## src/design/rv_pkg.sv

```systemverilog
package rv_pkg;

  localparam int xlen = 32;
  localparam int reg_addr_w = 5;

  // Branch funct3 codes
  localparam logic [2:0] f3_beq = 3'b000;
  localparam logic [2:0] f3_bne = 3'b001;
  localparam logic [2:0] f3_blt = 3'b100;
  localparam logic [2:0] f3_bge = 3'b101;
  localparam logic [2:0] f3_bltu = 3'b110;
  localparam logic [2:0] f3_bgeu = 3'b111;

  typedef enum logic [6:0] {
    opc_lui    = 7'b0110111,
    opc_auipc  = 7'b0010111,
    opc_jal    = 7'b1101111,
    opc_jalr   = 7'b1100111,
    opc_branch = 7'b1100011,
    opc_load   = 7'b0000011,
    opc_store  = 7'b0100011,
    opc_op_imm = 7'b0010011,
    opc_op     = 7'b0110011
  } opcode_t;

  typedef enum logic [3:0] {
    alu_add,
    alu_sub,
    alu_sll,
    alu_slt,
    alu_sltu,
    alu_xor,
    alu_srl,
    alu_sra,
    alu_or,
    alu_and
  } alu_op_t;

  typedef enum logic {src_a_rs1, src_a_pc} src_a_t;
  typedef enum logic {src_b_rs2, src_b_imm} src_b_t;
  typedef enum logic {res_alu, res_mem} result_src_t;

  typedef enum logic [1:0] {
    st_idle,
    st_decode,
    st_execute,
    st_writeback
  } fsm_state_t;

  typedef struct packed {
    logic [6:0] funct7;
    logic [4:0] rs2;
    logic [4:0] rs1;
    logic [2:0] funct3;
    logic [4:0] rd;
    logic [6:0] opcode;
  } r_fmt_t;

  typedef struct packed {
    logic [11:0] imm;
    logic [4:0]  rs1;
    logic [2:0]  funct3;
    logic [4:0]  rd;
    logic [6:0]  opcode;
  } i_fmt_t;

  typedef struct packed {
    logic [6:0] imm_hi;
    logic [4:0] rs2;
    logic [4:0] rs1;
    logic [2:0] funct3;
    logic [4:0] imm_lo;
    logic [6:0] opcode;
  } s_fmt_t;

  typedef struct packed {
    logic       imm_12;
    logic [5:0] imm_10_5;
    logic [4:0] rs2;
    logic [4:0] rs1;
    logic [2:0] funct3;
    logic [3:0] imm_4_1;
    logic       imm_11;
    logic [6:0] opcode;
  } b_fmt_t;

  typedef struct packed {
    logic [19:0] imm_31_12;
    logic [4:0]  rd;
    logic [6:0]  opcode;
  } u_fmt_t;

  typedef struct packed {
    logic       imm_20;
    logic [9:0] imm_10_1;
    logic       imm_11;
    logic [7:0] imm_19_12;
    logic [4:0] rd;
    logic [6:0] opcode;
  } j_fmt_t;

  typedef union packed {
    r_fmt_t r_fmt;
    i_fmt_t i_fmt;
    s_fmt_t s_fmt;
    b_fmt_t b_fmt;
    u_fmt_t u_fmt;
    j_fmt_t j_fmt;
  } instr_t;

endpackage

```

## src/design/fetch_decode_if.sv

```systemverilog
`timescale 1ns/1ps

interface fetch_decode_if;
  logic           valid;  // One-cycle instruction strobe
  rv_pkg::instr_t instr;
  logic           idle;   // Stage can take a new word

  modport fetch (
    output valid, instr,
    input  idle
  );

  modport decode (
    input  valid, instr,
    output idle
  );
endinterface

```

## src/design/decode_exec_if.sv

```systemverilog
`timescale 1ns/1ps

interface decode_exec_if;
  logic                    ex_valid;
  rv_pkg::alu_op_t         alu_op;
  rv_pkg::src_a_t          src_a;
  rv_pkg::src_b_t          src_b;
  logic                    mem_read;
  logic                    mem_write;
  logic [2:0]              funct3;
  logic [rv_pkg::xlen-1:0] rd1;
  logic [rv_pkg::xlen-1:0] rd2;
  logic [rv_pkg::xlen-1:0] imm;
  logic                    pc_update;
  logic                    branch_taken;

  // Result path back from execute
  logic                    result_valid;
  logic [rv_pkg::xlen-1:0] alu_result;
  logic [rv_pkg::xlen-1:0] mem_data;
  logic                    zero_flag;

  modport decode (
    output ex_valid, alu_op, src_a, src_b, mem_read, mem_write, funct3,
    output rd1, rd2, imm, pc_update, branch_taken,
    input  result_valid, alu_result, mem_data, zero_flag
  );

  modport exec (
    input  ex_valid, alu_op, src_a, src_b, mem_read, mem_write, funct3,
    input  rd1, rd2, imm, pc_update, branch_taken,
    output result_valid, alu_result, mem_data, zero_flag
  );
endinterface

```

## src/design/instr_decoder.sv

```systemverilog
`timescale 1ns/1ps

module instr_decoder (
  input  rv_pkg::instr_t                instr,
  output rv_pkg::opcode_t               opcode,
  output logic [rv_pkg::reg_addr_w-1:0] rd,
  output logic [rv_pkg::reg_addr_w-1:0] rs1,
  output logic [rv_pkg::reg_addr_w-1:0] rs2,
  output logic [2:0]                    funct3,
  output rv_pkg::alu_op_t               alu_op,
  output rv_pkg::src_a_t                src_a,
  output rv_pkg::src_b_t                src_b,
  output logic [rv_pkg::xlen-1:0]       imm,
  output logic                          reg_write,
  output logic                          mem_read,
  output logic                          mem_write,
  output logic                          is_branch,
  output logic                          is_jump
);

  logic            alt;       // Instruction bit 30
  rv_pkg::alu_op_t arith_op;
  rv_pkg::alu_op_t cmp_op;

  assign opcode = rv_pkg::opcode_t'(instr.r_fmt.opcode);
  assign rd     = instr.r_fmt.rd;
  assign rs1    = instr.r_fmt.rs1;
  assign rs2    = instr.r_fmt.rs2;
  assign funct3 = instr.r_fmt.funct3;
  assign alt    = instr.r_fmt.funct7[5];

  always_comb begin
    case (funct3)
      3'b000:  arith_op = (alt && opcode == rv_pkg::opc_op) ? rv_pkg::alu_sub : rv_pkg::alu_add;
      3'b001:  arith_op = rv_pkg::alu_sll;
      3'b010:  arith_op = rv_pkg::alu_slt;
      3'b011:  arith_op = rv_pkg::alu_sltu;
      3'b100:  arith_op = rv_pkg::alu_xor;
      3'b101:  arith_op = alt ? rv_pkg::alu_sra : rv_pkg::alu_srl;
      3'b110:  arith_op = rv_pkg::alu_or;
      default: arith_op = rv_pkg::alu_and;
    endcase
  end

  always_comb begin
    case (funct3)
      rv_pkg::f3_blt, rv_pkg::f3_bge:   cmp_op = rv_pkg::alu_slt;
      rv_pkg::f3_bltu, rv_pkg::f3_bgeu: cmp_op = rv_pkg::alu_sltu;
      default:                          cmp_op = rv_pkg::alu_sub; // beq, bne use zero
    endcase
  end

  always_comb begin
    imm       = '0;
    alu_op    = rv_pkg::alu_add;
    src_a     = rv_pkg::src_a_rs1;
    src_b     = rv_pkg::src_b_imm;
    reg_write = 1'b0;
    mem_read  = 1'b0;
    mem_write = 1'b0;
    is_branch = 1'b0;
    is_jump   = 1'b0;
    case (opcode)
      rv_pkg::opc_lui, rv_pkg::opc_auipc: begin
        imm       = {instr.u_fmt.imm_31_12, 12'b0};
        src_a     = (opcode == rv_pkg::opc_auipc) ? rv_pkg::src_a_pc : rv_pkg::src_a_rs1;
        reg_write = 1'b1;
      end
      rv_pkg::opc_jal: begin
        imm = {{11{instr.j_fmt.imm_20}}, instr.j_fmt.imm_20, instr.j_fmt.imm_19_12,
               instr.j_fmt.imm_11, instr.j_fmt.imm_10_1, 1'b0};
        src_a     = rv_pkg::src_a_pc;
        reg_write = 1'b1;
        is_jump   = 1'b1;
      end
      rv_pkg::opc_jalr, rv_pkg::opc_load, rv_pkg::opc_op_imm: begin
        imm       = {{20{instr.i_fmt.imm[11]}}, instr.i_fmt.imm};
        reg_write = 1'b1;
        is_jump   = opcode == rv_pkg::opc_jalr;
        mem_read  = opcode == rv_pkg::opc_load;
        if (opcode == rv_pkg::opc_op_imm) alu_op = arith_op;
      end
      rv_pkg::opc_store: begin
        imm       = {{20{instr.s_fmt.imm_hi[6]}}, instr.s_fmt.imm_hi, instr.s_fmt.imm_lo};
        mem_write = 1'b1;
      end
      rv_pkg::opc_branch: begin
        imm = {{19{instr.b_fmt.imm_12}}, instr.b_fmt.imm_12, instr.b_fmt.imm_11,
               instr.b_fmt.imm_10_5, instr.b_fmt.imm_4_1, 1'b0};
        alu_op    = cmp_op;
        src_b     = rv_pkg::src_b_rs2;
        is_branch = 1'b1;
      end
      rv_pkg::opc_op: begin
        alu_op    = arith_op;
        src_b     = rv_pkg::src_b_rs2;
        reg_write = 1'b1;
      end
      default: ;  // Unsupported opcodes decode as a no-op
    endcase
  end

endmodule

```

## src/design/control_fsm.sv

```systemverilog
`timescale 1ns/1ps

module control_fsm (
  input  logic                    clk,
  input  logic                    reset,
  input  logic                    start,
  input  logic                    reg_write_in,
  input  logic                    mem_read_in,
  input  logic                    is_branch,
  input  logic                    is_jump,
  input  logic [2:0]              funct3,
  input  logic                    result_valid,
  input  logic                    zero_flag,
  input  logic [rv_pkg::xlen-1:0] alu_result,
  input  logic [rv_pkg::xlen-1:0] mem_data,
  output logic                    idle,
  output logic                    wb_en,
  output logic [rv_pkg::xlen-1:0] wb_data,
  output logic                    pc_update,
  output logic                    branch_taken
);

  rv_pkg::fsm_state_t  state;
  rv_pkg::fsm_state_t  state_next;
  rv_pkg::result_src_t result_src;
  logic                reg_write_q;
  logic                mem_read_q;
  logic                is_branch_q;
  logic                is_jump_q;
  logic [2:0]          funct3_q;
  logic                busy;
  logic                done;
  logic                cond;

  assign busy = state == rv_pkg::st_decode || state == rv_pkg::st_execute;
  assign done = busy && result_valid;

  // Writeback state already accepts the next word
  assign idle = state == rv_pkg::st_idle || state == rv_pkg::st_writeback;

  assign result_src = mem_read_q ? rv_pkg::res_mem : rv_pkg::res_alu;
  assign wb_data    = (result_src == rv_pkg::res_mem) ? mem_data : alu_result;
  assign wb_en      = done && reg_write_q;
  assign pc_update  = state == rv_pkg::st_writeback && branch_taken;

  always_comb begin
    case (funct3_q)
      rv_pkg::f3_beq:                   cond = zero_flag;
      rv_pkg::f3_bne:                   cond = !zero_flag;
      rv_pkg::f3_blt, rv_pkg::f3_bltu:  cond = alu_result[0];  // slt result
      rv_pkg::f3_bge, rv_pkg::f3_bgeu:  cond = !alu_result[0];
      default:                          cond = 1'b0;
    endcase
  end

  always_comb begin
    state_next = state;
    case (state)
      rv_pkg::st_idle: begin
        if (start) state_next = rv_pkg::st_decode;
      end
      rv_pkg::st_decode: begin
        state_next = result_valid ? rv_pkg::st_writeback : rv_pkg::st_execute;
      end
      rv_pkg::st_execute: begin
        if (result_valid) state_next = rv_pkg::st_writeback;
      end
      default: begin
        state_next = start ? rv_pkg::st_decode : rv_pkg::st_idle;
      end
    endcase
  end

  always_ff @(posedge clk) begin
    if (reset) begin
      state        <= rv_pkg::st_idle;
      reg_write_q  <= 1'b0;
      mem_read_q   <= 1'b0;
      is_branch_q  <= 1'b0;
      is_jump_q    <= 1'b0;
      funct3_q     <= '0;
      branch_taken <= 1'b0;
    end else begin
      state <= state_next;
      if (start) begin
        reg_write_q  <= reg_write_in;
        mem_read_q   <= mem_read_in;
        is_branch_q  <= is_branch;
        is_jump_q    <= is_jump;
        funct3_q     <= funct3;
        branch_taken <= 1'b0;  // Cleared by the next decode
      end else if (done) begin
        branch_taken <= is_jump_q || (is_branch_q && cond);
      end
    end
  end

endmodule

```

## src/design/register_file.sv

```systemverilog
`timescale 1ns/1ps

module register_file (
  input  logic                          clk,
  input  logic                          reset,
  input  logic [rv_pkg::reg_addr_w-1:0] rs1_addr,
  input  logic [rv_pkg::reg_addr_w-1:0] rs2_addr,
  input  logic [rv_pkg::reg_addr_w-1:0] rd_addr,
  input  logic                          we,
  input  logic [rv_pkg::xlen-1:0]       wd,
  output logic [rv_pkg::xlen-1:0]       rd1,
  output logic [rv_pkg::xlen-1:0]       rd2
);

  // x0 has no storage
  logic [rv_pkg::xlen-1:0] regs [1:31];

  always_ff @(posedge clk) begin
    if (reset) begin
      for (int i = 1; i < 32; i++) begin
        regs[i] <= '0;
      end
    end else if (we && rd_addr != '0) begin
      regs[rd_addr] <= wd;
    end
  end

  assign rd1 = (rs1_addr == '0) ? '0 : regs[rs1_addr];
  assign rd2 = (rs2_addr == '0) ? '0 : regs[rs2_addr];

endmodule

```

## src/design/decode_stage.sv

```systemverilog
`timescale 1ns/1ps

module decode_stage (
  input  logic           clk,
  input  logic           reset,
  fetch_decode_if.decode fd,
  decode_exec_if.decode  dx
);

  rv_pkg::opcode_t               opcode;
  logic [rv_pkg::reg_addr_w-1:0] rd;
  logic [rv_pkg::reg_addr_w-1:0] rs1;
  logic [rv_pkg::reg_addr_w-1:0] rs2;
  logic [rv_pkg::reg_addr_w-1:0] rs1_sel;
  logic [rv_pkg::reg_addr_w-1:0] wb_rd;    // Destination held until write-back
  logic [2:0]                    funct3;
  rv_pkg::alu_op_t               alu_op;
  rv_pkg::src_a_t                src_a;
  rv_pkg::src_b_t                src_b;
  logic [rv_pkg::xlen-1:0]       imm;
  logic                          reg_write;
  logic                          mem_read;
  logic                          mem_write;
  logic                          is_branch;
  logic                          is_jump;
  logic                          start;
  logic                          fsm_idle;
  logic                          wb_en;
  logic [rv_pkg::xlen-1:0]       wb_data;
  logic [rv_pkg::xlen-1:0]       rd1;
  logic [rv_pkg::xlen-1:0]       rd2;

  assign start   = fd.valid && fsm_idle;
  assign fd.idle = fsm_idle;

  // lui has immediate bits in the rs1 field, so read x0
  assign rs1_sel = (opcode == rv_pkg::opc_lui) ? '0 : rs1;

  instr_decoder dec_i (
    .instr(fd.instr), .opcode(opcode), .rd(rd), .rs1(rs1), .rs2(rs2), .funct3(funct3),
    .alu_op(alu_op), .src_a(src_a), .src_b(src_b), .imm(imm), .reg_write(reg_write),
    .mem_read(mem_read), .mem_write(mem_write), .is_branch(is_branch), .is_jump(is_jump)
  );

  control_fsm fsm_i (
    .clk(clk), .reset(reset), .start(start), .reg_write_in(reg_write),
    .mem_read_in(mem_read), .is_branch(is_branch), .is_jump(is_jump), .funct3(funct3),
    .result_valid(dx.result_valid), .zero_flag(dx.zero_flag), .alu_result(dx.alu_result),
    .mem_data(dx.mem_data), .idle(fsm_idle), .wb_en(wb_en), .wb_data(wb_data),
    .pc_update(dx.pc_update), .branch_taken(dx.branch_taken)
  );

  register_file rf_i (
    .clk(clk), .reset(reset), .rs1_addr(rs1_sel), .rs2_addr(rs2), .rd_addr(wb_rd),
    .we(wb_en), .wd(wb_data), .rd1(rd1), .rd2(rd2)
  );

  always_ff @(posedge clk) begin
    if (start) wb_rd <= rd;
  end

  always_ff @(posedge clk) begin
    if (reset) begin
      dx.ex_valid  <= 1'b0;
      dx.mem_read  <= 1'b0;
      dx.mem_write <= 1'b0;
    end else begin
      dx.ex_valid  <= start;
      dx.mem_read  <= start && mem_read;   // Strobes align with ex_valid
      dx.mem_write <= start && mem_write;
    end
  end

  // Payload follows the decoder every cycle
  always_ff @(posedge clk) begin
    dx.alu_op <= alu_op;
    dx.src_a  <= src_a;
    dx.src_b  <= src_b;
    dx.funct3 <= funct3;
    dx.rd1    <= rd1;
    dx.rd2    <= rd2;
    dx.imm    <= imm;
  end

endmodule

```

## src/design/decode_top.sv

```systemverilog
`timescale 1ns/1ps

module decode_top (
  input  logic                    clk,
  input  logic                    reset,
  input  logic                    instr_valid,
  input  logic [rv_pkg::xlen-1:0] instr,
  output logic                    idle,
  output logic                    ex_valid,
  output rv_pkg::alu_op_t         alu_op,
  output rv_pkg::src_a_t          src_a,
  output rv_pkg::src_b_t          src_b,
  output logic                    mem_read,
  output logic                    mem_write,
  output logic [2:0]              funct3,
  output logic [rv_pkg::xlen-1:0] rd1,
  output logic [rv_pkg::xlen-1:0] rd2,
  output logic [rv_pkg::xlen-1:0] imm,
  input  logic                    result_valid,
  input  logic [rv_pkg::xlen-1:0] alu_result,
  input  logic [rv_pkg::xlen-1:0] mem_data,
  input  logic                    zero_flag,
  output logic                    pc_update,
  output logic                    branch_taken
);

  fetch_decode_if fd_if ();
  decode_exec_if  dx_if ();

  // Fetch side
  assign fd_if.valid = instr_valid;
  assign fd_if.instr = instr;
  assign idle        = fd_if.idle;

  // Execute side
  assign ex_valid           = dx_if.ex_valid;
  assign alu_op             = dx_if.alu_op;
  assign src_a              = dx_if.src_a;
  assign src_b              = dx_if.src_b;
  assign mem_read           = dx_if.mem_read;
  assign mem_write          = dx_if.mem_write;
  assign funct3             = dx_if.funct3;
  assign rd1                = dx_if.rd1;
  assign rd2                = dx_if.rd2;
  assign imm                = dx_if.imm;
  assign pc_update          = dx_if.pc_update;
  assign branch_taken       = dx_if.branch_taken;
  assign dx_if.result_valid = result_valid;
  assign dx_if.alu_result   = alu_result;
  assign dx_if.mem_data     = mem_data;
  assign dx_if.zero_flag    = zero_flag;

  decode_stage stage_i (
    .clk   (clk),
    .reset (reset),
    .fd    (fd_if.decode),
    .dx    (dx_if.decode)
  );

endmodule

```

## config.mk

```make
export PLATFORM = sky130hd
export DESIGN_NAME = decode_top
export DESIGN_NICKNAME = d
export VERILOG_FILES = /design/src/design/rv_pkg.sv /design/src/design/fetch_decode_if.sv /design/src/design/decode_exec_if.sv /design/src/design/instr_decoder.sv /design/src/design/control_fsm.sv /design/src/design/register_file.sv /design/src/design/decode_stage.sv /design/src/design/decode_top.sv
export SDC_FILE = /design/constraint.sdc
export NUM_CORES = 2
export LEC_CHECK = 0
export ABC_CLOCK_PERIOD_IN_PS = 4890
export BUFFER_PORTS_ARGS = -buffer_cell sky130_fd_sc_hd__buf_2
export CORE_MARGIN = 3
export CORE_UTILIZATION = 50
export CTS_BUF_LIST = sky130_fd_sc_hd__clkbuf_4
export DETAILED_ROUTE_END_ITERATION = 10
export GPL_TIMING_DRIVEN = 0
export HOLD_SLACK_MARGIN = 0.12
export PLACE_DENSITY = 0.67
export REMOVE_ABC_BUFFERS = 1
export SLEW_MARGIN = 20
export SYNTH_ARGS = -nofsm -noshare
export SYNTH_HDL_FRONTEND = slang
export SYNTH_SLANG_ARGS = --single-unit
```

## constraint.sdc

```tcl
create_clock -name clk -period 4.89 [get_ports clk]
set_input_delay 0.978 -clock clk [delete_from_list [all_inputs] [get_ports clk]]
set_output_delay 0.978 -clock clk [all_outputs]
set_load 0.1 [all_outputs]
```

==> flow_metrics.env <==
export IMPL_ant_nets=0
export IMPL_io_pins=212
export IMPL_clockPowerShare_pct=36.4
export IMPL_drt_iter0_drc=8478
export IMPL_status="complete, no violations"
export IMPL_period_share_pct=90.3
export IMPL_worstSkewPairLatency_ns=1.19
export IMPL_port_buffers=211
export IMPL_final_cell_count_no_fill=6409
export IMPL_track_usage_pct=36.4
export IMPL_internal_power_uw=16500
export IMPL_r2r_start="stage_i.fsm_i.state[0]"
export IMPL_layout_setup_ws_ns=0.475
export IMPL_synth_top_cell_area_share_pct=54.4
export IMPL_rows=122
export IMPL_crit_fanout=33
export IMPL_finClkSkew_ns=0.0995
export IMPL_p_sw_share_pct=28.7
export IMPL_pwr_share_comb_pct=15.0
export IMPL_cap_violations=0
export IMPL_vias=45500
export IMPL_tightest_slew_ns=1.08
export IMPL_design_core_area_sq_mm=0.112
export IMPL_synth_cell_type_count=57
export IMPL_hold_slack_ns=0.204
export IMPL_hold_class="input pin to flip-flop"
export IMPL_dpl_worst_slack_ns=0.149
export IMPL_cts_buffers=313
export IMPL_cts_tree="built"
export IMPL_num_nets_final=4814
export IMPL_grt_setup_unrepaired="no"
export IMPL_wl_per_cell_microns=33.9
export IMPL_final_cell_mix="nor2_1 (1041), edfxtp_1 (1029), clkbuf_4 (449)"
export IMPL_grt_start_max_net_pins=78
export IMPL_root_buffer="clkbuf_4"
export IMPL_drive_above_1_share_pct=31.6
export IMPL_vdd_ir_drop_max_uv=257
export IMPL_yosysWarnings=0
export IMPL_syn_area_sq_mm=0.0568
export IMPL_critPathLaunch="stage_i.fsm_i.state[0]"
export IMPL_viasPerCell=7.10
export IMPL_drt_first_pass_iters=7
export IMPL_hpwl_mm=125
export IMPL_arrival_ns=5.20
export IMPL_layout_commonest_cell="nor2_1"
export IMPL_crit_required_ns=5.68
export IMPL_syn_avg_cell_area_sq_um=12.8
export IMPL_power_leakage_uw=0.0253
export IMPL_chipWidth_microns=343
export IMPL_synth_seq_area_share_pct=58.6
export IMPL_route_detailed_drc=0
export IMPL_power_density_mw_per_mm2=347
export IMPL_die_area_sq_mm=0.118
export IMPL_grt_pass1_vias=44900
export IMPL_antenna_found_initial=3
export IMPL_fin_crit_ns=4.41
export IMPL_die_y_microns=343
export IMPL_area_growth_pct=17.9
export IMPL_synth_ff_type="edfxtp_1"
export IMPL_clock_sinks=1147
export IMPL_start_util_pct=50.8
export IMPL_async_reset_ff_share_pct=0
export IMPL_clk_pin_slew_worst_paths_ns=0.07
export IMPL_max_freq_ghz=0.227
export IMPL_crit_type="flip-flop to flip-flop"
export IMPL_grt_pass1_wl_mm=307
export IMPL_postLayoutCellArea_sq_mm=0.0670
export IMPL_postCtsSetupBuffers=0
export IMPL_hold_start="mem_data[11]"
export IMPL_overflow=0
export IMPL_slew_headroom_pct=27.2
export IMPL_synth_edff_count=1029
export IMPL_netlist_instances=4429
export IMPL_hold_viol=0
export IMPL_slew_viol_final=0
export IMPL_place_congestion=0.798
export IMPL_synth_area_leaders="edfxtp_1 (54%), mux4_2 (13%), nor2_1 (6.9%), mux2_2 (5.1%), dfxtp_1 (4.2%)"
export IMPL_final_setup_viol_count=0
export IMPL_h_tree_depth=5
export IMPL_total_power_uw=23200
export IMPL_worst_setup_path_start_kind="flip-flop"
export IMPL_seq_power_share_pct=48.6
export IMPL_ys_ff_latch=1147
export IMPL_placed_cells=5851
export IMPL_netlist_top_cell_by_area="edfxtp_1"
export IMPL_placed_area_sq_mm=0.0629
export IMPL_clk_path_buf_depth=4
export IMPL_cp_end_kind="flip-flop"
export IMPL_switching_power_uw=6660
export IMPL_drt_total_wl_mm=218
through the flow:
stage	util [%]	TNS, ns
global placement	51.7	-3635.09
detailed placement	56.3	0
finish	59.9	0
global route	59.9	0
floorplan	-	-176.98
CTS	59.9	0
cell usage after synthesis, types with 3 or more instances:
master / n
nand2b_1: 32
and2_1: 10
a32oi_1: 252
mux2i_1: 66
nor4_1: 66
a22o_1: 7
or3_1: 3
nor2_1: 1045
dfxtp_1: 118
a211oi_1: 3
nor2b_1: 5
o22ai_1: 32
edfxtp_1: 1029
mux4_2: 320
a21oi_1: 268
buf_2: 85
buf_1: 10
ha_1: 5
nand2_1: 58
nor3b_1: 4
buf_6: 8
and3_1: 4
inv_1: 38
nand3_1: 4
mux2_2: 255
and3b_1: 3
a21o_1: 19
clkbuf_2: 17
o21ai_1: 4
o21ai_0: 256
clkbuf_1: 369
flip-flops by register name, indices dropped and copies added (netlist names), 2 cells and up:
signal	count
stage_i.rf_i.regs	1024
stage_i.dx.imm	32
stage_i.dx.rd1	32
stage_i.dx.rd2	32
stage_i.wb_rd	5
stage_i.dx.alu_op	4
stage_i.dx.funct3	3
stage_i.fsm_i.funct3_q	3
stage_i.fsm_i.state	2
power groups by stage:
stage	Sequential, uW	Clock (uW)	Combinational, uW
floorplan	12000	0	1310
global placement	11500	0	3170
detailed placement	11500	0	3350
CTS	11300	8480	3380
global route	11300	9000	3550
finish	11300	8450	3470
critical path: stages, from the launching register on:
cell and delay, ns:
dfxtp_1 0.40, inv_1 0.11, ha_1 0.35, nand2_1 0.10, nor3b_1 0.47, nand2_1 0.17
nor2_2 0.72, nand2_4 0.73, nand2b_4 0.64, buf_12 0.28
cell families after synthesis:
logic type	after synthesis	share of synthesized area, %
AND/OR/NAND/NOR	1249	8.99
flip-flops	1147	58.6
AO/OA/AOI/OAI	855	9.53
multiplexers	641	18.9
buffers and inverters	529	3.84
adder cells (fa/ha/maj)	5	0.110
XOR/XNOR	2	0.0309
other	1	0.00660
metal layers:
metal	part of all wire, %	wire, microns	GRT usage (%)	vias to the layer above
met5	0.0069	15	0	-
met4	7.2	15700	22.6	2
met3	18	38900	13.8	1115
met2	42	91100	51.2	4958
met1	33	71800	47.9	21800
li1	-	-	-	17600
cell type report:
cell class / count / area (sq um)
fill: 8575 / 44800
tap: 1488 / 1860
multi-input combinational: 2784 / 22400
timing repair buffer: 424 / 5510
antenna: 2 / 5.00
clock buffer: 449 / 3370
clock inverter: 77 / 385
sequential: 1147 / 33300
inverter: 38 / 143
repair_timing:
action	CTS	global route
resized for setup	0	0
hold buffers	30	0
hold endpoints to repair	47	0
path summary, 6_finish.rpt:
path	to	slack [ns]	cells past startpoint
worst max register to register	stage_i.rf_i.regs[26][8]	0.48	9
worst min register to register	stage_i.fsm_i.is_branch_q	0.46	2
worst max-delay path	stage_i.rf_i.regs[26][8]	0.48	9
worst min-delay path	stage_i.rf_i.regs[28][11]	0.20	3
Note: power is estimated with default switching activity, not from simulation.
